### src/include/mempool_cfg.svh
`ifndef MEMPOOL_CFG_SVH
`define MEMPOOL_CFG_SVH

// cluster size
`define NUM_TILES 4
`define NUM_CORES 8

// depth of the L2 scratch memory in 32-bit words
`define L2_WORDS 256

// system address map, everything outside both ranges goes to the external port
`define CTRL_BASE 32'h4000_0000
`define CTRL_END  32'h4000_FFFF
`define L2_BASE   32'h8000_0000
`define L2_END    32'hBFFF_FFFF

// TCDM window reported through the read-only control registers
`define TCDM_BASE 32'h0000_0000
`define TCDM_SIZE 32'h0001_0000

`endif

### src/verilog/mempool_bus_pkg.sv
package mempool_bus_pkg;

  // L2 view of a bus address
  typedef struct packed {
    logic [1:0]  region;    // 2'b10 selects the L2 window
    logic [27:0] word_idx;  // wraps modulo the memory depth
    logic [1:0]  byte_off;
  } l2_addr_t;

  // control register view of a bus address
  typedef struct packed {
    logic [15:0] region;    // upper half word of the control window
    logic [10:0] reserved;
    logic [2:0]  reg_idx;
    logic [1:0]  byte_off;
  } ctrl_addr_t;

  // one address word, decoded either way depending on the target
  typedef union packed {
    l2_addr_t   l2;
    ctrl_addr_t ctrl;
  } bus_addr_u;

  typedef struct packed {
    logic        req;
    logic        we;
    logic [3:0]  be;
    bus_addr_u   addr;
    logic [31:0] wdata;
  } bus_req_t;

  typedef struct packed {
    logic        rvalid;  // one cycle after the grant
    logic [31:0] rdata;   // zero for writes
  } bus_rsp_t;

endpackage

### src/verilog/mempool_ctrl_pkg.sv
package mempool_ctrl_pkg;

  // bus targets behind the address decoder
  typedef enum logic [1:0] {
    TGT_CTRL = 2'd0,
    TGT_L2   = 2'd1,
    TGT_EXT  = 2'd2
  } target_e;

  // ******************************************************************
  // control register map, one 32-bit word per index
  // ******************************************************************

  typedef enum logic [2:0] {
    REG_TCDM_START = 3'd0,  // read-only
    REG_TCDM_END   = 3'd1,  // read-only
    REG_NUM_CORES  = 3'd2,  // read-only
    REG_WAKE_UP    = 3'd3,  // write-only, reads return zero
    REG_EOC        = 3'd4   // bit 0 flags end of computation
  } ctrl_reg_e;

endpackage

### src/verilog/mempool_ctrl_registers.sv
`timescale 1ns/1ps
`include "mempool_cfg.svh"

module mempool_ctrl_registers (
  input  logic                      clk_i,
  input  logic                      reset_i,
  input  mempool_bus_pkg::bus_req_t req_i,
  output logic [31:0]               rdata_o,
  input  logic                      fetch_en_i,
  output logic [`NUM_CORES-1:0]     wake_up_o,
  output logic [31:0]               eoc_o,
  output logic                      eoc_valid_o,
  output logic                      busy_o
);

  mempool_ctrl_pkg::ctrl_reg_e reg_sel;
  logic                        wr;
  logic                        rd;
  logic                        eoc_set;

  logic [`NUM_CORES-1:0]       wake_up_q;
  logic [31:0]                 eoc_word_q;
  logic                        eoc_valid_q;
  logic                        busy_q;
  logic [31:0]                 rdata_q;

  assign reg_sel = mempool_ctrl_pkg::ctrl_reg_e'(req_i.addr.ctrl.reg_idx);
  assign wr      = req_i.req && req_i.we;
  assign rd      = req_i.req && !req_i.we;
  assign eoc_set = wr && (reg_sel == mempool_ctrl_pkg::REG_EOC) && req_i.wdata[0];

  // ******************************************************************
  // write side
  // ******************************************************************

  always_ff @(posedge clk_i) begin
    if (reset_i) begin
      wake_up_q   <= '0;
      eoc_word_q  <= '0;
      eoc_valid_q <= 1'b0;
      busy_q      <= 1'b0;
    end else begin
      wake_up_q <= '0;  // single cycle pulse
      if (wr && reg_sel == mempool_ctrl_pkg::REG_WAKE_UP) begin
        wake_up_q <= req_i.wdata[`NUM_CORES-1:0];
      end
      if (wr && reg_sel == mempool_ctrl_pkg::REG_EOC) begin
        eoc_word_q <= req_i.wdata;
      end
      if (eoc_set) begin
        eoc_valid_q <= 1'b1;  // sticky until reset
        busy_q      <= 1'b0;
      end else if (fetch_en_i && !eoc_valid_q) begin
        busy_q <= 1'b1;
      end
    end
  end

  // read data is returned one cycle after the access
  always_ff @(posedge clk_i) begin
    if (rd) begin
      case (reg_sel)
        mempool_ctrl_pkg::REG_TCDM_START: rdata_q <= `TCDM_BASE;
        mempool_ctrl_pkg::REG_TCDM_END:   rdata_q <= `TCDM_BASE + `TCDM_SIZE - 32'd1;
        mempool_ctrl_pkg::REG_NUM_CORES:  rdata_q <= 32'(`NUM_CORES);
        mempool_ctrl_pkg::REG_EOC:        rdata_q <= eoc_word_q;
        default:                          rdata_q <= '0;
      endcase
    end
  end

  assign rdata_o     = rdata_q;
  assign wake_up_o   = wake_up_q;
  assign eoc_o       = eoc_word_q >> 1;  // bit 0 only carries the valid flag
  assign eoc_valid_o = eoc_valid_q;
  assign busy_o      = busy_q;

endmodule

### config.mk
export PLATFORM = sky130hd
export DESIGN_NAME = mempool_ctrl_registers
export DESIGN_NICKNAME = d
export VERILOG_FILES = /design/src/verilog/mempool_bus_pkg.sv /design/src/verilog/mempool_ctrl_pkg.sv /design/src/verilog/mempool_ctrl_registers.sv
export VERILOG_INCLUDE_DIRS = /design/src /design/src/include
export SDC_FILE = /design/constraint.sdc
export NUM_CORES = 1
export LEC_CHECK = 0
export BUFFER_PORTS_ARGS = -buffer_cell sky130_fd_sc_hd__buf_2
export CORE_MARGIN = 4
export CORE_UTILIZATION = 25
export DETAILED_ROUTE_END_ITERATION = 16
export GPL_TIMING_DRIVEN = 1
export PLACE_DENSITY = 0.51
export SLEW_MARGIN = 10
export SYNTH_ARGS = -nofsm -noshare
export SYNTH_HDL_FRONTEND = slang
export SYNTH_SLANG_ARGS = --single-unit
### constraint.sdc
create_clock -name clk_i -period 2.51 [get_ports clk_i]
set_input_delay 0.1255 -clock clk_i [delete_from_list [all_inputs] [get_ports clk_i]]
set_output_delay 0.1255 -clock clk_i [all_outputs]
set_load 0.01 [all_outputs]
==> results of run 1 <==
## cell usage in the layout, fill, tap and decap left out, types with 3 or more instances in the layout
cell type,n
a21oi_1,34
dfxtp_1,42
edfxtp_1,32
clkinv_2,3
buf_2,112
and2_1,24
buf_4,7
a21o_1,15
clkbuf_1,3
nand4_1,32
clkbuf_16,9
o21ai_1,33
## worst paths after layout
kind	depth (start not counted)	endpoint	startpoint	slack, ps
worst max-delay path	3	rdata_o[21]	req_i[69]	1280
worst min-delay path	2	wake_up_o[2]	req_i[2]	20
worst min register to register	2	eoc_word_q[30]	eoc_word_q[30]	490
worst max register to register	3	busy_o	eoc_valid_o	1750
## worst max-delay path, delay by kind of cell
family / cells / cell delay, ps
simple gates: 1 / 550
buf+inv: 2 / 570
## through the flow
step                      total power, uW  hold slack [ps]    util
after CTS                            2667           0.8993  0.3173
after global placement               1520            349.9  0.2945
final                                2622            16.43  0.3173
after detailed placement             1524            347.2  0.2945
after global routing                 2738            2.630  0.3173
after floorplan                      1436            222.1       -
## routing by layer
metal | share of wire | vias to the layer above
li1 | - | 1132
met1 | 0.43 | 1101
met2 | 0.47 | 82
met3 | 0.077 | 9
met4 | 0.018 | 0
met5 | 0 | -
## cells by family after synthesis
logic type | after synthesis | share of synthesized area
compound gates | 83 | 0.1472
flops | 74 | 0.5823
simple gates | 65 | 0.1367
buf+inv | 59 | 0.1298
xor+xnor | 1 | 0.002831
other cells | 1 | 0.001212
## registers in the layout, summed over array words and instances, names as in the netlist
name	flops
eoc_word_q	32
rdata_o	32
wake_up_o	8
busy_o	1
eoc_valid_o	1
## power groups by stage
stage | clock network [uW] | registers (uW) | logic [uW]
after floorplan | 0 | 1340 | 99.8
after global placement | 0 | 1320 | 198
after detailed placement | 0 | 1320 | 201
after CTS | 1170 | 1300 | 204
after global routing | 1220 | 1300 | 217
final | 1130 | 1300 | 199
## final cells by class
type                            count  area [sq um]
Inverter                            1         3.754
Multi-Input combinational cell    150         903.4
Clock buffer                       12         236.5
Fill cell                        1244          8234
Sequential cell                    74          1802
Timing Repair Buffer              122         653.1
Clock inverter                      4         18.77
Tap cell                          168         210.2
## repair_timing
item,CTS,global route
resized for setup,0,0
hold endpoints to repair,2,0
hold buffers,2,0
==> results.txt, run 1 <==
Run status: finished clean
Via density: 4.377
M2 GR Usage: 0.1907
Global Route met3 Usage: 0.04463
CTS Buf Count: 9
Final worst-path setup slack: 1280 ps
Die Span X: 119.3 um
Layout Nets: 431
Top_reg_cell synth: dfxtp_1
Minimum clock period: 1230 ps
PD cells: 685.1 nW/um^2
Sequential share of power: 0.495
DRC: 0
Vias: 2324
Final RePlAce weighted congestion: 0.7107
DP Area: 3552 sq um
Max_cap viols: 0
Top cells by area, synth: edfxtp_1 (31%), dfxtp_1 (27%), buf_4 (8.0%)
Clock Skews: 3.936 ps
Height of the die: 119.3 um
Cell area after synthesis: 3094 sq um
Max stage delay on crit path: 550 ps
Max-slew violations: 0
Antenna-violating nets left: 0
Core area: 12060 sq um
Slowest CP cell: nor2b_4
GR peak layer: met2
EDFF count, synth: 32
Setup crit start kind: primary input
Overflow after GRT: 0
Initial drt markers: 150
Syn_nets: 356
Placed insts: 513
Initial antenna violation count: 0
Met1 usage: 0.1390
Avg WL per Cell: 15.79 um
First-pass GRT wire length: 12970 um
Ys Warns: 0
Clock power frac: 0.429
All-layer global routing usage: 0.1180
Number of global-route vias before repair: 2390
Top Ports: 147
Final std cells w/o fill: 531
CTS tree: done
Latest clock arrival within the worst-skew pair: 330 ps
Post-synth top area cell: edfxtp_1
Fin. Hold Viols: 0
TritonCTS Sinks: 74
Share of post-route cells with drive strength above 1: 0.3774
CTS clk-pin slew, worst paths: 50 ps
Crit path max fanout: 19
Switch Pwr: 602.8 uW
Overall routed net length: 8386 um
Unrepaired setup endpoints after global routing: no
Max-slew headroom: 0.5112
Pin count of the biggest net entering global routing: 43
Sequential area share after synthesis: 0.5823
Synth top cells by count: dfxtp_1 (42), a21oi_1 (34), buf_4 (33), o21ai_1 (33)
Data required time at the worst endpoint: 2550 ps
DPL Wire Length: 5662 um
Fmax: 813.2 MHz
Cells along the critical path: buf_2 -> nor2b_4 -> buf_12
FFs w/ async S/R, synth: 0
Port buffer count: 112
Yosys cell types: 23
Synthesized area per cell: 10.93 sq um
Slew @ Worst Pin: 732.5 ps
First drt pass iteration count: 4
Int Power: 2019 uW
Clock Tree Buf Depth: 2
# setup viols final: 0
N_diodes: 0
Share of the synthesized area in the top cell type: 0.3106
Comb power frac: 0.076
Area grow syn2layout: 23.70%
Finished Cell Area: 3827 sq um
Setup TNS: 0 ps
Crit end category: flop
Hold Path Class: primary input to flop
H-tree depth: 3
Die area: 14220 sq um
Switch share: 0.2299
Static Leak: 0.001650 uW
Post-CTS Setup Bufs: 0
WP data arrival: 1270 ps
CTS root buf: clkbuf_16
Synthesized flop and latch total: 74
Syn Inst Count: 283
Initial core utilization: 0.2565
Tcrit/Tclk final: 0.4899
Count leader, synth: dfxtp_1
Kind of critical path: primary input to flop
Worst slack, placed: 892.3 ps
VDD IR max: 0.2449 mV
Site row count: 40
Power figures use the tool's default switching activity.
==> inputs of run 2 (changes only) <==
--- a/config.mk
+++ b/config.mk
@@ -6,12 +6,13 @@
 export SDC_FILE = /design/constraint.sdc
 export NUM_CORES = 1
 export LEC_CHECK = 0
+export ABC_AREA = 1
 export BUFFER_PORTS_ARGS = -buffer_cell sky130_fd_sc_hd__buf_2
 export CORE_MARGIN = 4
 export CORE_UTILIZATION = 25
 export DETAILED_ROUTE_END_ITERATION = 16
 export GPL_TIMING_DRIVEN = 1
-export PLACE_DENSITY = 0.51
+export PLACE_DENSITY = 0.5
 export SLEW_MARGIN = 10
 export SYNTH_ARGS = -nofsm -noshare
 export SYNTH_HDL_FRONTEND = slang
==> constraint.sdc (replaced) <==
create_clock -name clk_i -period 1.2 [get_ports clk_i]
set_input_delay 0.06 -clock clk_i [delete_from_list [all_inputs] [get_ports clk_i]]
set_output_delay 0.06 -clock clk_i [all_outputs]
set_load 0.01 [all_outputs]
==> run 2 against run 1 <==
Synthesized cell count up 23%; first-iteration DRC count down 11%; non-clock buffer count up 33; via count up 2.8%; critical endpoint is now eoc_word_q[25]; highest routed layer unchanged; die area down 1.7%; core utilization up 4.6 points; clock skew down 0.51 ps; combinational power up 130%; sequential share of layout area down 4.6 points; sequential power up 110%; cell count up 16%.
==> results.txt, run 2 <==
Run status: finished clean
Synth top cells by count: nor2_1 (89), nand2_1 (68), inv_1 (46)
Post-synth top area cell: edfxtp_1
Share of post-route cells with drive strength above 1: 0.2960
Height of the die: 118.2 um
Ys Warns: 0
Initial drt markers: 133
N_diodes: 0
Crit end category: flop
Number of global-route vias before repair: 2461
Initial core utilization: 0.2605
Top_reg_cell synth: dfxtp_1
Overflow after GRT: 0
Max_cap viols: 0
Register area: 1802 sq um
Core area: 11660 sq um
DRC: 0
Routed metal-1 wirelength: 3215 um
Layout fillers: 1205
CTS clk-pin slew, worst paths: 60 ps
Area occupied by multi-input gates: 744.5 sq um
EDFF count, synth: 32
Final std cells w/o fill: 616
Hold Path End: wake_up_o[0]
Cell area after synthesis: 3038 sq um
Top cells by area, synth: edfxtp_1 (32%), dfxtp_1 (28%), nor2_1 (11%)
PD cells: 1427 nW/um^2
WP data arrival: 1250 ps
CTS Buf Count: 9
Reg2Reg Depth: 2
Setup crit start kind: primary input
Vias: 2389
Initial antenna violation count: 0
Minimum clock period: 985.4 ps
Layout Nets: 541
Avg WL per Cell: 11.92 um
Setup TNS: 0 ps
# setup viols final: 0
All-layer global routing usage: 0.1096
Hold Crit Depth: 3
FFs w/ async S/R, synth: 0
Final RePlAce weighted congestion: 0.7046
Crit path max fanout: 18
Worst hold path startpoint: req_i[34]
Hold Slack: 93.85 ps
Max-slew violations: 0
Fmax: 1015 MHz
H-tree depth: 3
Unrepaired setup endpoints after global routing: no
Die Span X: 118.2 um
Placed insts: 566
Top Ports: 147
Routed wl met2: 3455 um
Worst r2r src: eoc_word_q[10]
Antenna-violating nets left: 0
CTS root buf: clkbuf_16
CTS tree: done
Commonest non-fill, non-tap cell in the layout: buf_2
Post-CTS Setup Bufs: 0
Port buffer count: 112
Fin. Hold Viols: 0
Syn Inst Count: 347
Most frequent cells in the layout: buf_2 (112), nor2_1 (88), nand2_1 (68)
Synthesized area per cell: 8.755 sq um
Data required time at the worst endpoint: 1470 ps
First-pass GRT wire length: 12160 um
TritonCTS Sinks: 74
Syn_nets: 420
Clock Skews: 3.421 ps
Synthesized flop and latch total: 74
Via density: 3.878
Worst R2R End: rdata_o[10]
Kind of critical path: primary input to flop
Yosys cell types: 17
Area grow syn2layout: 39.62%
R2R Setup Slk: 470 ps
Hold Path Class: primary input to flop
Count leader, synth: nor2_1
Pin count of the biggest net entering global routing: 36
VDD IR max: 0.6406 mV
Tcrit/Tclk final: 0.8211
Max layer used: met4
Overall routed net length: 7341 um
WL met3: 546 um
Share of the synthesized area in the top cell type: 0.3163
Die area: 13980 sq um
Clock Tree Buf Depth: 2
DPL Wire Length: 5060 um
Static Leak: 0.002153 uW
Sequential area share after synthesis: 0.5931
First drt pass iteration count: 4
Site row count: 39
Latest clock arrival within the worst-skew pair: 330 ps
run 2: changes by cell type in the layout (fill, tap and decap cells not counted), moves of 30 or more:
cell | previous run | this run
nor2_1 | 1 | 88
nand2_1 | 2 | 68
inv_1 | 1 | 46
o21ai_1 | 33 | 0
dlygate4sd3_1 | 2 | 34
a21oi_1 | 34 | 3
nand4_1 | 32 | 2
run 2: where the power goes:
group | switching [uW] | internal (uW) | total (uW)
Clock | 998 | 1880 | 2880
Sequential | 21.8 | 2700 | 2720
Combinational | 237 | 218 | 455
Total | 1260 | 4800 | 6050
run 2: stage by stage:
stage | util | cell area, sq um | power, uW | setup WS, ps
after global routing | 0.3637 | 4242 | 6325 | 102.0
after floorplan | - | 3045 | 2976 | 214.1
after detailed placement | 0.3055 | 3563 | 3150 | 94.13
after global placement | 0.3055 | 3563 | 3146 | 101.8
final | 0.3637 | 4242 | 6054 | 214.6
after CTS | 0.3637 | 4242 | 6169 | 207.0
run 2: repair_timing:
action,CTS,global route
hold endpoints to repair,42,0
resized for setup,0,0
hold buffers,34,0
run 2: layer usage:
layer,GRT usage,vias up
met5,0,-
met4,0.04176,0
met3,0.05062,10
met2,0.1826,71
met1,0.1226,1050
li1,-,1258
run 2: worst max-delay path by stage:
stage,end,startpoint
2_1_floorplan,rdata_o[0],req_i[69]
5_1_grt,eoc_word_q[26],reset_i
4_1_cts,eoc_word_q[25],reset_i
3_3_place_gp,eoc_word_q[10],req_i[68]
3_5_place_dp,eoc_word_q[7],req_i[68]
6_report,eoc_word_q[25],reset_i
run 2: worst max-delay path, cell delays in order:
cell	delay (ps)
dlygate4sd3_1	530
buf_2	140
inv_1	90
buf_4	260
nand2_1	80
nor2_1	90
run 2: area by class of cell:
| type | instances | area share |
|---|---|---|
| Timing Repair Buffer | 155 | 0.2372 |
| Inverter | 46 | 0.04071 |
| Clock inverter | 2 | 0.002360 |
| Tap cell | 143 | 0.04218 |
| Sequential cell | 74 | 0.4248 |
| Multi-Input combinational cell | 182 | 0.1755 |
| Clock buffer | 14 | 0.07729 |
run 2: logic make-up (layout without fill, tap and decap cells):
kind of cell           after synthesis  in the layout  share of synthesized area
buffers and inverters               91            217                     0.1643
and+or+nand+nor                    163            163                     0.2109
other                                1              1                   0.001234
DFF                                 74             74                     0.5931
AOI/OAI and AO/OA                   18             18                    0.03048
==> inputs of run 3 (changes only) <==
--- a/config.mk
+++ b/config.mk
@@ -12,7 +12,7 @@
 export CORE_UTILIZATION = 25
 export DETAILED_ROUTE_END_ITERATION = 16
 export GPL_TIMING_DRIVEN = 1
-export PLACE_DENSITY = 0.5
+export PLACE_DENSITY = 0.51
 export SLEW_MARGIN = 10
 export SYNTH_ARGS = -nofsm -noshare
 export SYNTH_HDL_FRONTEND = slang
==> constraint.sdc (replaced) <==
create_clock -name clk_i -period 0.85 [get_ports clk_i]
set_input_delay 0.0425 -clock clk_i [delete_from_list [all_inputs] [get_ports clk_i]]
set_output_delay 0.0425 -clock clk_i [all_outputs]
set_load 0.01 [all_outputs]
==> run 3 against run 2 <==
The flow now finishes with violations (negative setup slack); via count up 2.2%; total power up 30%; hold slack gained 86 ps; cell count increased by 1.3%; global-route usage is 0.63 points higher; critical path type is now flop to primary output.
==> results.txt, run 3 (synthesis results as in run 2) <==
Die area: 13980 sq um
Most frequent cells in the layout: nor2_1 (88), buf_2 (86), nand2_1 (68)
Max-slew violations: 0
Unrepaired setup endpoints after global routing: yes
Final worst-path setup slack: -67.45 ps
Failing checks: negative setup slack
CTS Buf Count: 9
Tcrit/Tclk final: 1.079
Fin. Hold Viols: 0
Run status: complete, but fails checks
Latest clock arrival within the worst-skew pair: 330 ps
Cells along the critical path: buf_2
Core area: 11660 sq um
Site row count: 39
Data required time at the worst endpoint: 810 ps
Initial drt markers: 110
CTS root buf: clkbuf_16
WL met3: 526 um
Slowest CP cell: edfxtp_1
VDD IR max: 1.044 mV
Clock Tree Buf Depth: 2
Power, Total: 7898 uW
Static Leak: 0.002206 uW
DRC: 0
# setup viols final: 32
Setup crit start kind: flop
CTS tree: done
Hold Path Class: primary input to flop
Top Family by Delay on Critical Path: flip-flops
Clock Skews: 3.432 ps
Pin count of the biggest net entering global routing: 29
Port buffer count: 112
Fmax: 1090 MHz
Routed metal-1 wirelength: 3307 um
Area grow syn2layout: 47.98%
DPL Wire Length: 5367 um
Max_cap viols: 0
Max layer used: met4
Vias: 2441
Layout Nets: 549
Overall routed net length: 7770 um
Via density: 3.912
Crit end category: primary output
Die Span X: 118.2 um
Post-CTS Setup Bufs: 0
Crit path max fanout: 1
PD cells: 1757 nW/um^2
Number of global-route vias before repair: 2585
CTS clk-pin slew, worst paths: 50 ps
Avg WL per Cell: 12.45 um
Layout fillers: 1168
H-tree depth: 3
Commonest non-fill, non-tap cell in the layout: nor2_1
Overflow after GRT: 0
CP Buf/Inv Count: 1
TritonCTS Sinks: 74
Share of post-route cells with drive strength above 1: 0.3659
N_diodes: 0
WP data arrival: 870 ps
First drt pass iteration count: 4
Initial antenna violation count: 0
Setup TNS: -1113 ps
Height of the die: 118.2 um
Final RePlAce weighted congestion: 0.7118
Routed wl met2: 3731 um
Antenna-violating nets left: 0
Initial core utilization: 0.2605
All-layer global routing usage: 0.1159
Top Ports: 147
Minimum clock period: 917.4 ps
First-pass GRT wire length: 12750 um
Max stage delay on crit path: 390 ps
Kind of critical path: flop to primary output
## run 3: final timing paths
| kind | start | endpoint | slack, ps | cells past startpoint |
|---|---|---|---|---|
| max | rdata_o[10] | rdata_o[10] | -70 | 1 |
| min | reset_i | wake_up_o[0] | 180 | 5 |
| max reg2reg | eoc_word_q[1] | rdata_o[1] | 100 | 2 |
| min reg2reg | eoc_word_q[0] | eoc_word_q[0] | 480 | 2 |
## run 3: layout make-up
class / count / area, sq um / share of cell area
sequential: 74 / 1843 / 0.4100
timing repair buffer: 163 / 1291 / 0.2872
multi-input combinational: 182 / 744.5 / 0.1656
clock buffer: 15 / 247.7 / 0.05511
inverter: 46 / 185.2 / 0.04119
tap: 143 / 178.9 / 0.03980
clock inverter: 1 / 5.005 / 0.001113
## run 3: per-layer routing
| layer | track usage | vias to the layer above |
|---|---|---|
| met5 | 0 | - |
| met3 | 0.03916 | 16 |
| li1 | - | 1275 |
| met2 | 0.1908 | 74 |
| met4 | 0.05861 | 0 |
| met1 | 0.1346 | 1076 |
## run 3: stage by stage
stage	util	setup slack (ps)	area, sq um	hold WS [ps]	instances
finish	0.3855	-67.45	4496	180.3	624
global route	0.3855	-118.4	4496	190.1	624
CTS	0.3714	-102.4	4332	169.4	624
detailed placement	0.3171	-129.4	3699	262.5	574
global placement	0.3171	-97.62	3699	257.3	574
floorplan	-	-98.12	3058	111.6	347
## run 3: report_power, final
group          total (uW)  switching, uW  internal [uW]
combinational         729            347            382
clock                3310           1340           1980
sequential           3860           41.6           3810
## run 3: timing repair
action                                  in CTS  in global routing
endpoints found under the setup margin      54                 60
cloned                                       0                  0
resized for setup                           24                 35
hold buffers                                34                  0
hold endpoints to repair                    42                  0
