$ cat src/include/mempool_cfg.svh
`ifndef MEMPOOL_CFG_SVH
`define MEMPOOL_CFG_SVH

// cluster size
`define NUM_TILES 4
`define NUM_CORES 8

// depth of the L2 scratch memory in 32-bit words
`define L2_WORDS 256

// system address map, everything outside both ranges goes to the external port
`define CTRL_BASE 32'h4000_0000
`define CTRL_END  32'h4000_FFFF
`define L2_BASE   32'h8000_0000
`define L2_END    32'hBFFF_FFFF

// TCDM window reported through the read-only control registers
`define TCDM_BASE 32'h0000_0000
`define TCDM_SIZE 32'h0001_0000

`endif

$ cat src/verilog/mempool_bus_pkg.sv
package mempool_bus_pkg;

  // L2 view of a bus address
  typedef struct packed {
    logic [1:0]  region;    // 2'b10 selects the L2 window
    logic [27:0] word_idx;  // wraps modulo the memory depth
    logic [1:0]  byte_off;
  } l2_addr_t;

  // control register view of a bus address
  typedef struct packed {
    logic [15:0] region;    // upper half word of the control window
    logic [10:0] reserved;
    logic [2:0]  reg_idx;
    logic [1:0]  byte_off;
  } ctrl_addr_t;

  // one address word, decoded either way depending on the target
  typedef union packed {
    l2_addr_t   l2;
    ctrl_addr_t ctrl;
  } bus_addr_u;

  typedef struct packed {
    logic        req;
    logic        we;
    logic [3:0]  be;
    bus_addr_u   addr;
    logic [31:0] wdata;
  } bus_req_t;

  typedef struct packed {
    logic        rvalid;  // one cycle after the grant
    logic [31:0] rdata;   // zero for writes
  } bus_rsp_t;

endpackage

$ cat src/verilog/mempool_ctrl_pkg.sv
package mempool_ctrl_pkg;

  // bus targets behind the address decoder
  typedef enum logic [1:0] {
    TGT_CTRL = 2'd0,
    TGT_L2   = 2'd1,
    TGT_EXT  = 2'd2
  } target_e;

  // ******************************************************************
  // control register map, one 32-bit word per index
  // ******************************************************************

  typedef enum logic [2:0] {
    REG_TCDM_START = 3'd0,  // read-only
    REG_TCDM_END   = 3'd1,  // read-only
    REG_NUM_CORES  = 3'd2,  // read-only
    REG_WAKE_UP    = 3'd3,  // write-only, reads return zero
    REG_EOC        = 3'd4   // bit 0 flags end of computation
  } ctrl_reg_e;

endpackage

$ cat src/verilog/mempool_interconnect.sv
`timescale 1ns/1ps
`include "mempool_cfg.svh"

module mempool_interconnect (
  input  logic                                     clk_i,
  input  logic                                     reset_i,
  input  mempool_bus_pkg::bus_req_t [`NUM_TILES:0] mst_req_i,
  output logic                      [`NUM_TILES:0] mst_gnt_o,
  output mempool_bus_pkg::bus_rsp_t [`NUM_TILES:0] mst_rsp_o,
  output mempool_bus_pkg::bus_req_t                ctrl_req_o,
  input  logic                      [31:0]         ctrl_rdata_i,
  output mempool_bus_pkg::bus_req_t                l2_req_o,
  input  logic                      [31:0]         l2_rdata_i,
  output mempool_bus_pkg::bus_req_t                ext_req_o,
  input  logic                                     ext_gnt_i,
  input  logic                      [31:0]         ext_rdata_i
);

  localparam int unsigned NumMst = `NUM_TILES + 1;
  localparam int unsigned IdxW   = $clog2(NumMst);

  localparam logic [31:0] CtrlBase = `CTRL_BASE;
  localparam logic [31:0] CtrlEnd  = `CTRL_END;
  localparam logic [31:0] L2Base   = `L2_BASE;
  localparam logic [31:0] L2End    = `L2_END;

  logic [NumMst-1:0]          req_vec;
  logic [IdxW-1:0]            cand_idx;
  mempool_bus_pkg::bus_req_t  cand;
  mempool_ctrl_pkg::target_e  tgt;
  logic                       any_req;
  logic                       stall;

  logic                       rsp_valid_q;
  logic [IdxW-1:0]            rsp_idx_q;
  mempool_ctrl_pkg::target_e  rsp_tgt_q;
  logic                       rsp_we_q;
  logic [31:0]                rsp_rdata;

  // ******************************************************************
  // arbitration and address decode
  // ******************************************************************

  always_comb begin
    for (int unsigned i = 0; i < NumMst; i++) begin
      req_vec[i] = mst_req_i[i].req;
    end
  end

  assign any_req = |req_vec;
  assign cand    = mst_req_i[cand_idx];

  always_comb begin
    if (cand.addr.ctrl.region >= CtrlBase[31:16] && cand.addr.ctrl.region <= CtrlEnd[31:16]) begin
      tgt = mempool_ctrl_pkg::TGT_CTRL;
    end else if (cand.addr.l2.region >= L2Base[31:30] && cand.addr.l2.region <= L2End[31:30]) begin
      tgt = mempool_ctrl_pkg::TGT_L2;
    end else begin
      tgt = mempool_ctrl_pkg::TGT_EXT;  // default target
    end
  end

  // only the external port can push back
  assign stall = any_req && (tgt == mempool_ctrl_pkg::TGT_EXT) && !ext_gnt_i;

  mempool_rr_arbiter #(
    .NumReq   (NumMst)
  ) i_arbiter (
    .clk_i    (clk_i),
    .reset_i  (reset_i),
    .req_i    (req_vec),
    .stall_i  (stall),
    .gnt_o    (mst_gnt_o),
    .gnt_idx_o(cand_idx)
  );

  // target fan-out, the request strobe reaches exactly one target
  always_comb begin
    ctrl_req_o     = cand;
    l2_req_o       = cand;
    ext_req_o      = cand;
    ctrl_req_o.req = any_req && (tgt == mempool_ctrl_pkg::TGT_CTRL);
    l2_req_o.req   = any_req && (tgt == mempool_ctrl_pkg::TGT_L2);
    ext_req_o.req  = any_req && (tgt == mempool_ctrl_pkg::TGT_EXT);
  end

  // ******************************************************************
  // response return
  // ******************************************************************

  always_ff @(posedge clk_i) begin
    if (reset_i) begin
      rsp_valid_q <= 1'b0;
    end else begin
      rsp_valid_q <= |mst_gnt_o;
    end
  end

  always_ff @(posedge clk_i) begin
    rsp_idx_q <= cand_idx;
    rsp_tgt_q <= tgt;
    rsp_we_q  <= cand.we;
  end

  always_comb begin
    case (rsp_tgt_q)
      mempool_ctrl_pkg::TGT_CTRL: rsp_rdata = ctrl_rdata_i;
      mempool_ctrl_pkg::TGT_L2:   rsp_rdata = l2_rdata_i;
      default:                    rsp_rdata = ext_rdata_i;
    endcase
    if (rsp_we_q) begin
      rsp_rdata = '0;  // writes answer with zero data
    end
  end

  always_comb begin
    for (int unsigned i = 0; i < NumMst; i++) begin
      mst_rsp_o[i].rvalid = rsp_valid_q && (rsp_idx_q == IdxW'(i));
      mst_rsp_o[i].rdata  = mst_rsp_o[i].rvalid ? rsp_rdata : '0;
    end
  end

endmodule

$ cat src/verilog/mempool_rr_arbiter.sv
`timescale 1ns/1ps

module mempool_rr_arbiter #(
  parameter int unsigned NumReq = 5
) (
  input  logic                   clk_i,
  input  logic                   reset_i,
  input  logic [NumReq-1:0]      req_i,
  input  logic                   stall_i,
  output logic [NumReq-1:0]      gnt_o,
  output logic [((NumReq > 1) ? $clog2(NumReq) : 1)-1:0] gnt_idx_o
);

  localparam int unsigned IdxW = (NumReq > 1) ? $clog2(NumReq) : 1;

  logic [IdxW-1:0] prio_q;
  logic [IdxW-1:0] prio_d;
  logic [IdxW-1:0] win_idx;
  logic            found;

  // first requester at or after the priority pointer
  always_comb begin
    int unsigned idx;
    found   = 1'b0;
    win_idx = '0;
    for (int unsigned i = 0; i < NumReq; i++) begin
      idx = prio_q + i;
      if (idx >= NumReq) begin
        idx = idx - NumReq;
      end
      if (!found && req_i[idx]) begin
        found   = 1'b1;
        win_idx = IdxW'(idx);
      end
    end
  end

  always_comb begin
    gnt_o = '0;
    if (found && !stall_i) begin
      gnt_o[win_idx] = 1'b1;
    end
  end

  assign gnt_idx_o = win_idx;  // the candidate, also while stalled
  assign prio_d    = (win_idx == IdxW'(NumReq - 1)) ? '0 : win_idx + 1'b1;

  always_ff @(posedge clk_i) begin
    if (reset_i) begin
      prio_q <= '0;
    end else if (found && !stall_i) begin
      prio_q <= prio_d;  // winner drops to lowest priority
    end
  end

endmodule

$ cat config.mk
export PLATFORM = sky130hd
export DESIGN_NAME = mempool_interconnect
export DESIGN_NICKNAME = d
export VERILOG_FILES = /design/src/verilog/mempool_bus_pkg.sv /design/src/verilog/mempool_ctrl_pkg.sv /design/src/verilog/mempool_interconnect.sv /design/src/verilog/mempool_rr_arbiter.sv
export VERILOG_INCLUDE_DIRS = /design/src /design/src/include
export SDC_FILE = /design/constraint.sdc
export NUM_CORES = 1
export LEC_CHECK = 0
export ABC_AREA = 1
export BUFFER_PORTS_ARGS = -buffer_cell sky130_fd_sc_hd__clkbuf_2
export CORE_AREA = 5 5 323 325
export CTS_CLUSTER_DIAMETER = 80
export DETAILED_ROUTE_END_ITERATION = 8
export DIE_AREA = 0 0 328 330
export HOLD_SLACK_MARGIN = 0.03
export PLACE_DENSITY = 0.3
export SKIP_LAST_GASP = 1
export SYNTH_ARGS = -nofsm -noshare
export SYNTH_HDL_FRONTEND = slang
export SYNTH_SLANG_ARGS = --single-unit
$ cat constraint.sdc
create_clock -name clk_i -period 13 [get_ports clk_i]
set_input_delay 1.95 -clock clk_i [delete_from_list [all_inputs] [get_ports clk_i]]
set_output_delay 1.95 -clock clk_i [all_outputs]
set_load 0.03 [all_outputs]
==> results of run 1 <==
stage by stage:
stage	utilization, %	setup slack, ps	cell area (um2)	hold slack [ps]
3_5_place_dp	11.0	4220	11100	693
2_1_floorplan	-	6050	6460	595
5_1_grt	11.1	3870	11200	769
6_report	11.1	4280	11200	709
4_1_cts	11.1	4200	11200	696
3_3_place_gp	11.0	4150	11100	699
worst min-delay path, cell delays in order (launching register included):
cell and delay, ps:
dfxtp_1 440, a21oi_1 170, nor2_1 50
kinds of logic after synthesis:
group / count (synthesis) / synth area share, %
compound gates: 203 / 19.0
xor+xnor: 3 / 0.523
fa+ha+maj: 11 / 2.25
buf+inv: 348 / 28.9
flops: 10 / 3.10
simple gates: 724 / 46.2
registers in the layout (all words and copies together) (netlist names):
name and cells:
rsp_idx_q 3, rsp_valid_q 1, i_arbiter.prio_q 3, rsp_we_q 1
rsp_tgt_q 2
Yosys cell counts, types with 2 or more instances:
master	number	area (um2)
buf_1	3	11.3
nor2_2	3	18.8
nor2_4	3	33.8
nand3b_1	3	22.5
nand3_4	2	35.0
o21ai_0	130	651
dfxtp_1	10	200
clkbuf_1	60	225
nand2_1	328	1230
nor2_1	287	1080
inv_2	7	26.3
nor3_1	8	40.0
o21ai_2	3	26.3
inv_1	127	477
buf_4	141	1060
nand2_2	7	43.8
buf_6	3	33.8
o21ai_1	4	20.0
buf_2	6	30.0
ha_1	10	125
o2111ai_1	53	464
nand2_4	3	33.8
nand4_1	10	62.6
a21oi_1	11	55.1
nand3_2	6	60.1
nand3_1	62	310
final cells by class:
cell class / instances / area, um2 / share of cell area, %
multi-input cells: 941 / 4400 / 39.2
repair buffers: 850 / 4310 / 38.3
well taps: 1368 / 1710 / 15.2
inverters: 135 / 514 / 4.57
flip-flops and latches: 10 / 201 / 1.79
clock buffers: 4 / 88.8 / 0.790
diodes: 7 / 17.5 / 0.156
final timing paths:
| kind | start | end | slack (ps) | cells past startpoint |
|---|---|---|---|---|
| worst max-delay path | mst_req_i[139] | mst_gnt_o[3] | 4280 | 23 |
| worst min register to register | i_arbiter.prio_q[2] | i_arbiter.prio_q[2] | 710 | 2 |
| worst max register to register | i_arbiter.prio_q[0] | i_arbiter.prio_q[1] | 6900 | 30 |
| worst min-delay path | i_arbiter.prio_q[2] | i_arbiter.prio_q[2] | 710 | 2 |
layer usage:
layer  routed length [um]  up-vias  part of all wire, %  GRT usage [%]
li1                     -     5268                    -              -
met3                 5300       38                  7.3           2.35
met2                35700      582                   49           21.9
met5                   44        -                0.060              0
met4                  544        8                 0.74          0.913
met1                31400     5150                   43           16.3
==> summary.md, run 1 <==
| Metric | Value |
|---|---|
| Post-DR wirelength/cell | ~22 um |
| RSZ-0062 raised after global routing | false |
| Port Buf Inserts | approximately 830 |
| Post-Syn Area | between 6000 and 7000 um2 |
| Num ports | between 800 and 900 |
| Ys async rst share | 0% |
| DRT antenna net count | 0 |
| # DRC | 0 |
| Period minus WS final | just under 9000 ps |
| CTS Hold Bufs | 0 |
| Maximum capacitance violations | 0 |
| Syn-to-layout area delta | 74.0% |
| Main synth FF type | dfxtp_1 |
| Period utilization | between 60% and 70% |
| Slowest library cell on the worst path | nand2_4 |
| Final number of max-transition violations | 0 |
| CORE AREA | approximately 100000 um2 |
| Delay of the slowest critical-path stage | ~550 ps |
| Total GRT Usage | 12.4% |
| Post-Layout Cell Count | 3315 |
| Filler cells | about 12000 |
| Number of global-route vias before repair | roughly 11000 |
| Total congestion overflow | 0 |
| Post-route setup TNS | 0 ps |
| Yosys warnings | 0 |
| Buf+Inv Stages, Crit Path | 5 |
| Yosys reg bits | 10 |
| Max Clk Rate | 115 MHz |
| TritonCTS clock tree | yes |
| Vias | around 11000 |
| Clk buf depth | 2 |
| Starting density of the core | ~6.4% |
| Commonest cells after routing, fill and taps aside | 828 x clkbuf_2, 328 x nand2_1, 287 x nor2_1, 130 x o21ai_0, 126 x inv_1 |
| Post-synth EDFFs | 0 |
| Most common cell after layout, fill and taps aside | clkbuf_2 |
| Worst Path Max Fanout | 37 |
| Critical path launch point type | input pin |
| Die Y | 330 um |
| Top cell by count, worst path | nand2_1 |
| Post-Syn Nets | 1759 |
| Post-synthesis sequential area ratio | around 3.1% |
| CP top delay family | simple AND/OR/NAND/NOR gates |
| Gpl congestion | approximately 0.9 |
| DR pass1 iterations | 5 |
| Root buffer cell | clkbuf_16 |
| Dpl hpwl | around 65000 um |
| Setup CP Type | input pin to primary output |
| Total wire length | between 70000 and 80000 um |
| Worst-Margin Slew | about 1200 ps |
| Slew headroom | 18.0% |
| Clock Latency Late Sink | around 230 ps |
| Post-CTS setup buffer count | 0 |
| Die Area | ~110000 um2 |
| Clock sink count | 10 |
| Status | finished clean |
| Vias per cell | between 3 and 4 |
| Mapped Cells | 1299 |
| Clk slew on worst S/H paths | approximately 40 ps |
| Placed cell count | 3304 |
| # nets final | 2401 |
| Hold Vio Cnt, Final | 0 |
| Share of cells above drive strength 1 | a little under half |
| CTS buffer count | 3 |
| Setup violations, final | 0 |
| Pin count of the biggest net entering global routing | 63 |
| Initial antenna violation count | 26 |
| Count of cell types in the netlist | 35 |
| CTS resizes | 0 |
| First-pass GRT wire length | between 90000 and 100000 um |
| CTS HTree Levels | 1 |
| Setup Skew | about 3 ps |
| Data arrival, critical path | between 6000 and 7000 ps |
| Drt first-iter violations | roughly 660 |
| Crit path required time | approximately 11000 ps |
| Critical path cell sequence | clkbuf_2 -> inv_1 -> nand2_1 -> o21ai_0 -> inv_1 -> o21ai_1 -> nand2_1 -> nand2_2 -> inv_2 -> nor3_2 -> nand3_2 -> nand2_4 -> nor2_4 -> nand2_1 -> nand4_1 -> nor2_1 -> nand2_1 -> nor2_1 -> nand2_1 -> nand3_2 -> nand2_4 -> nor3_1 -> clkbuf_2 |
| Cell Rows | 117 |
| Synthesized area per cell | 4.97 um2 |
| CP endpoint kind | primary output |
| Overall die width | 328 um |
| Hold Crit Class | flop to flop |
Power of run 1 is left out: the tool's default activity adds up to more than one toggle a clock period on the data nets, which glitch-free logic cannot reach.
==> inputs of run 2 (changes only) <==
--- a/config.mk
+++ b/config.mk
@@ -6,12 +6,12 @@
 export SDC_FILE = /design/constraint.sdc
 export NUM_CORES = 1
 export LEC_CHECK = 0
-export ABC_AREA = 1
+export ABC_AREA = 0
 export BUFFER_PORTS_ARGS = -buffer_cell sky130_fd_sc_hd__clkbuf_2
-export CORE_AREA = 5 5 323 325
+export CORE_AREA = 5 5 320 322
 export CTS_CLUSTER_DIAMETER = 80
 export DETAILED_ROUTE_END_ITERATION = 8
-export DIE_AREA = 0 0 328 330
+export DIE_AREA = 0 0 325 327
 export HOLD_SLACK_MARGIN = 0.03
 export PLACE_DENSITY = 0.3
 export SKIP_LAST_GASP = 1
==> constraint.sdc (replaced) <==
create_clock -name clk_i -period 8.65 [get_ports clk_i]
set_input_delay 1.2975 -clock clk_i [delete_from_list [all_inputs] [get_ports clk_i]]
set_output_delay 1.2975 -clock clk_i [all_outputs]
set_load 0.03 [all_outputs]
==> run 2 against run 1 <==
Final cell count decreased by 11%. First-iteration DRC count decreased by 30%. Clock skew increased by 6.5 ps. Critical path depth decreased by 9. Critical path type is now flop to primary output. Critical endpoint is now l2_req_o[52].
==> summary.md, run 2 <==
| Metric | Value |
|---|---|
| Status | finished clean (unchanged) |
| Syn-to-layout area delta | 71.3% (was 74.0%) |
| DP Area | 11400 um2 (was 11100 um2) |
| RSZ-0062 raised after global routing | false (unchanged) |
| Port Buf Inserts | 828 (unchanged) |
| Post-Layout Cell Count | 2954 (was 3315) |
| Post-Syn Nets | 1456 (was 1759) |
| Max Clk Rate | between 100 and 150 MHz |
| Clock Latency Late Sink | 260 ps (was 230 ps) |
| CORE AREA | 99300 um2 (was 101000 um2) |
| Overall die width | 325 um (was 328 um) |
| Post-DR wirelength/cell | 21.7 um (was 22.0 um) |
| CTS Hold Bufs | 0 (unchanged) |
| Period utilization | a little over four fifths |
| Num ports | 829 (unchanged) |
| Synthesized area per cell | 6.73 um2 (was 4.97 um2) |
| Total GRT Usage | 11.2% (was 12.4%) |
| CTS resizes | 0 (unchanged) |
| Synth top area share | 25.5% (was 19.1%) |
| TritonCTS clock tree | yes (unchanged) |
| Maximum capacitance violations | 0 (unchanged) |
| Clk buf depth | 2 (unchanged) |
| Total wire length | 64100 um (was 73000 um) |
| Setup crit start | i_arbiter.prio_q[1] (was mst_req_i[139]) |
| Die Y | 327 um (was 330 um) |
| R2r startpoint | i_arbiter.prio_q[1] (was i_arbiter.prio_q[0]) |
| Biggest regs | i_arbiter.prio_q (3), rsp_idx_q (3), rsp_tgt_q (2) (unchanged) |
| Initial antenna violation count | 35 (was 26) |
| Main synth FF type | dfxtp_1 (unchanged) |
| Commonest cells after routing, fill and taps aside | 827 x clkbuf_2, 185 x nor2_1, 171 x mux2i_1, 105 x nand2_1, 61 x o221ai_1 (was 828 x clkbuf_2, 328 x nand2_1, 287 x nor2_1, 130 x o21ai_0, 126 x inv_1) |
| Post-route setup TNS | 0 ps (unchanged) |
| Setup slack, reg-to-reg | 3170 ps (was 6900 ps) |
| Post-synthesis sequential area ratio | 2.98% (was 3.10%) |
| Ys async rst share | 0% (unchanged) |
| Crit path required time | 7350 ps (was 11050 ps) |
| First-pass GRT wire length | 84300 um (was 94300 um) |
| Hold Vio Cnt, Final | 0 (unchanged) |
| Starting density of the core | 6.76% (was 6.39%) |
| Yosys warnings | 0 (unchanged) |
| Post-Syn Area | 6710 um2 (was 6460 um2) |
| Share of cells above drive strength 1 | 54.9% (was 46.1%) |
| Total congestion overflow | 0 (unchanged) |
| Setup CP Type | flop to primary output (was input pin to primary output) |
| Design area | 11500 um2 (was 11200 um2) |
| Drt first-iter violations | 461 (was 658) |
| CTS buffer count | 3 (unchanged) |
| Setup violations, final | 0 (unchanged) |
| Yosys reg bits | 10 (unchanged) |
| Vias | 9759 (was 11046) |
| Most common cell after layout, fill and taps aside | clkbuf_2 (unchanged) |
| Mapped Cells | 996 (was 1299) |
| Top-count cell post-synth | nor2_1 (was nand2_1) |
| Reg2Reg Depth | 16 (was 30) |
| Worst Path Max Fanout | 57 (was 37) |
| Critical path launch point type | flop (was input pin) |
| Pin count of the biggest net entering global routing | 72 (was 63) |
| Number of global-route vias before repair | 10141 (was 11028) |
| # DRC | 0 (unchanged) |
| Synth area leaders | mux2i_1 26%, buf_4 15%, nor2_1 10% (was nand2_1 19%, nor2_1 17%, buf_4 16%) |
| Vias per cell | 3.30 (was 3.33) |
| Top post-synthesis cells by count | 185 x nor2_1, 171 x mux2i_1, 138 x buf_4 (was 328 x nand2_1, 287 x nor2_1, 141 x buf_4) |
| Data arrival, critical path | 6000 ps (was 6770 ps) |
| Die Area | 106000 um2 (was 108000 um2) |
| Cell Rows | 116 (was 117) |
| Hold Crit Class | flop to flop (unchanged) |
| Worst-Margin Slew | 1100 ps (was 1220 ps) |
| # nets final | 2102 (was 2401) |
| Setup Skew | 9.56 ps (was 3.02 ps) |
| Hold EP | i_arbiter.prio_q[1] (was i_arbiter.prio_q[2]) |
| CTS HTree Levels | 1 (unchanged) |
| Final number of max-transition violations | 0 (unchanged) |
| Slew headroom | 26.1% (was 18.0%) |
| Reg2Reg Capture Point | i_arbiter.prio_q[2] (was i_arbiter.prio_q[1]) |
| Dpl hpwl | 57300 um (was 65400 um) |
| Hold path startpoint | i_arbiter.prio_q[1] (was i_arbiter.prio_q[2]) |
| CP endpoint kind | primary output (unchanged) |
| Filler cells | 11776 (was 12203) |
| Post-CTS setup buffer count | 0 (unchanged) |
| Count of cell types in the netlist | 77 (was 35) |
| Placed cell count | 2935 (was 3304) |
| Gpl congestion | 0.803 (was 0.906) |
| Synth area leader | mux2i_1 (was nand2_1) |
| Post-synth EDFFs | 0 (unchanged) |
| Clock sink count | 10 (unchanged) |
| Hold Path Depth | 3 (was 2) |
| Clk slew on worst S/H paths | 60 ps (was 40 ps) |
| DR pass1 iterations | 5 (unchanged) |
| DRT antenna net count | 0 (unchanged) |
| Period minus WS final | around 7300 ps |
| Root buffer cell | clkbuf_16 (unchanged) |
[run 2: cell types whose count changed after synthesis, moves of 51 or more]
cell / previous run / this run
o221ai_1: 0 / 61
inv_1: 127 / 18
nor2_1: 287 / 185
o2111ai_1: 53 / 2
mux2i_1: 0 / 171
nand2_1: 328 / 106
nand3_1: 62 / 6
o21ai_0: 130 / 41
[run 2: how the worst max path moves through the flow]
stage | to | slack, ps
after floorplan | mst_gnt_o[0] | 2210
after global placement | mst_gnt_o[3] | 1470
after detailed placement | mst_gnt_o[3] | 1330
after CTS | mst_gnt_o[3] | 1160
after global routing | mst_gnt_o[3] | 1000
final | l2_req_o[52] | 1360
[run 2: layer usage]
metal  global-route usage, %  vias to the layer above  wire length [um]
li1                        -                     4686                 -
met1                    12.9                     4485             25500
met2                    20.4                      510             32200
met3                    3.78                       60              5260
met4                    2.08                       18              1110
met5                       0                        -               116
[run 2: area by class of cell]
class | count | area (um2) | area share, %
multi-input combinational | 750 | 5070 | 44.1
sequential | 10 | 203 | 1.76
clock buffer | 4 | 88.8 | 0.773
tap | 1298 | 1620 | 14.1
antenna | 15 | 37.5 | 0.327
inverter | 21 | 83.8 | 0.730
timing repair buffer | 856 | 4380 | 38.1
[run 2: worst max-delay path, cell delays in order (launching register included)]
cell	delay, ps
dfxtp_1	330
inv_1	120
ha_1	640
inv_1	240
or4_4	590
o211a_2	180
o221a_1	120
or4_1	630
o22a_1	270
o22a_4	280
inv_4	420
nand2_4	270
buf_4	390
o221ai_1	870
clkbuf_2	350
[run 2: cell families (layout without fill, tap and decap cells)]
family | Yosys count | after routing | synth area share (%)
xor+xnor | 3 | 3 | 0.392
buf+inv | 236 | 881 | 21.8
fa+ha+maj | 11 | 11 | 2.16
mux | 184 | 184 | 27.9
other cells | 0 | 15 | 0
compound gates | 166 | 166 | 18.9
flops | 10 | 10 | 2.98
simple gates | 386 | 386 | 25.8
[run 2: through the flow]
step                hold slack, ps  worst slack [ps]  utilization, %
global route                   743              1000            11.5
finish                         716              1360            11.6
detailed placement             708              1330            11.4
global placement               725              1470            11.4
floorplan                      765              2210               -
CTS                            718              1160            11.5
Power of run 2 is left out for the same reason.
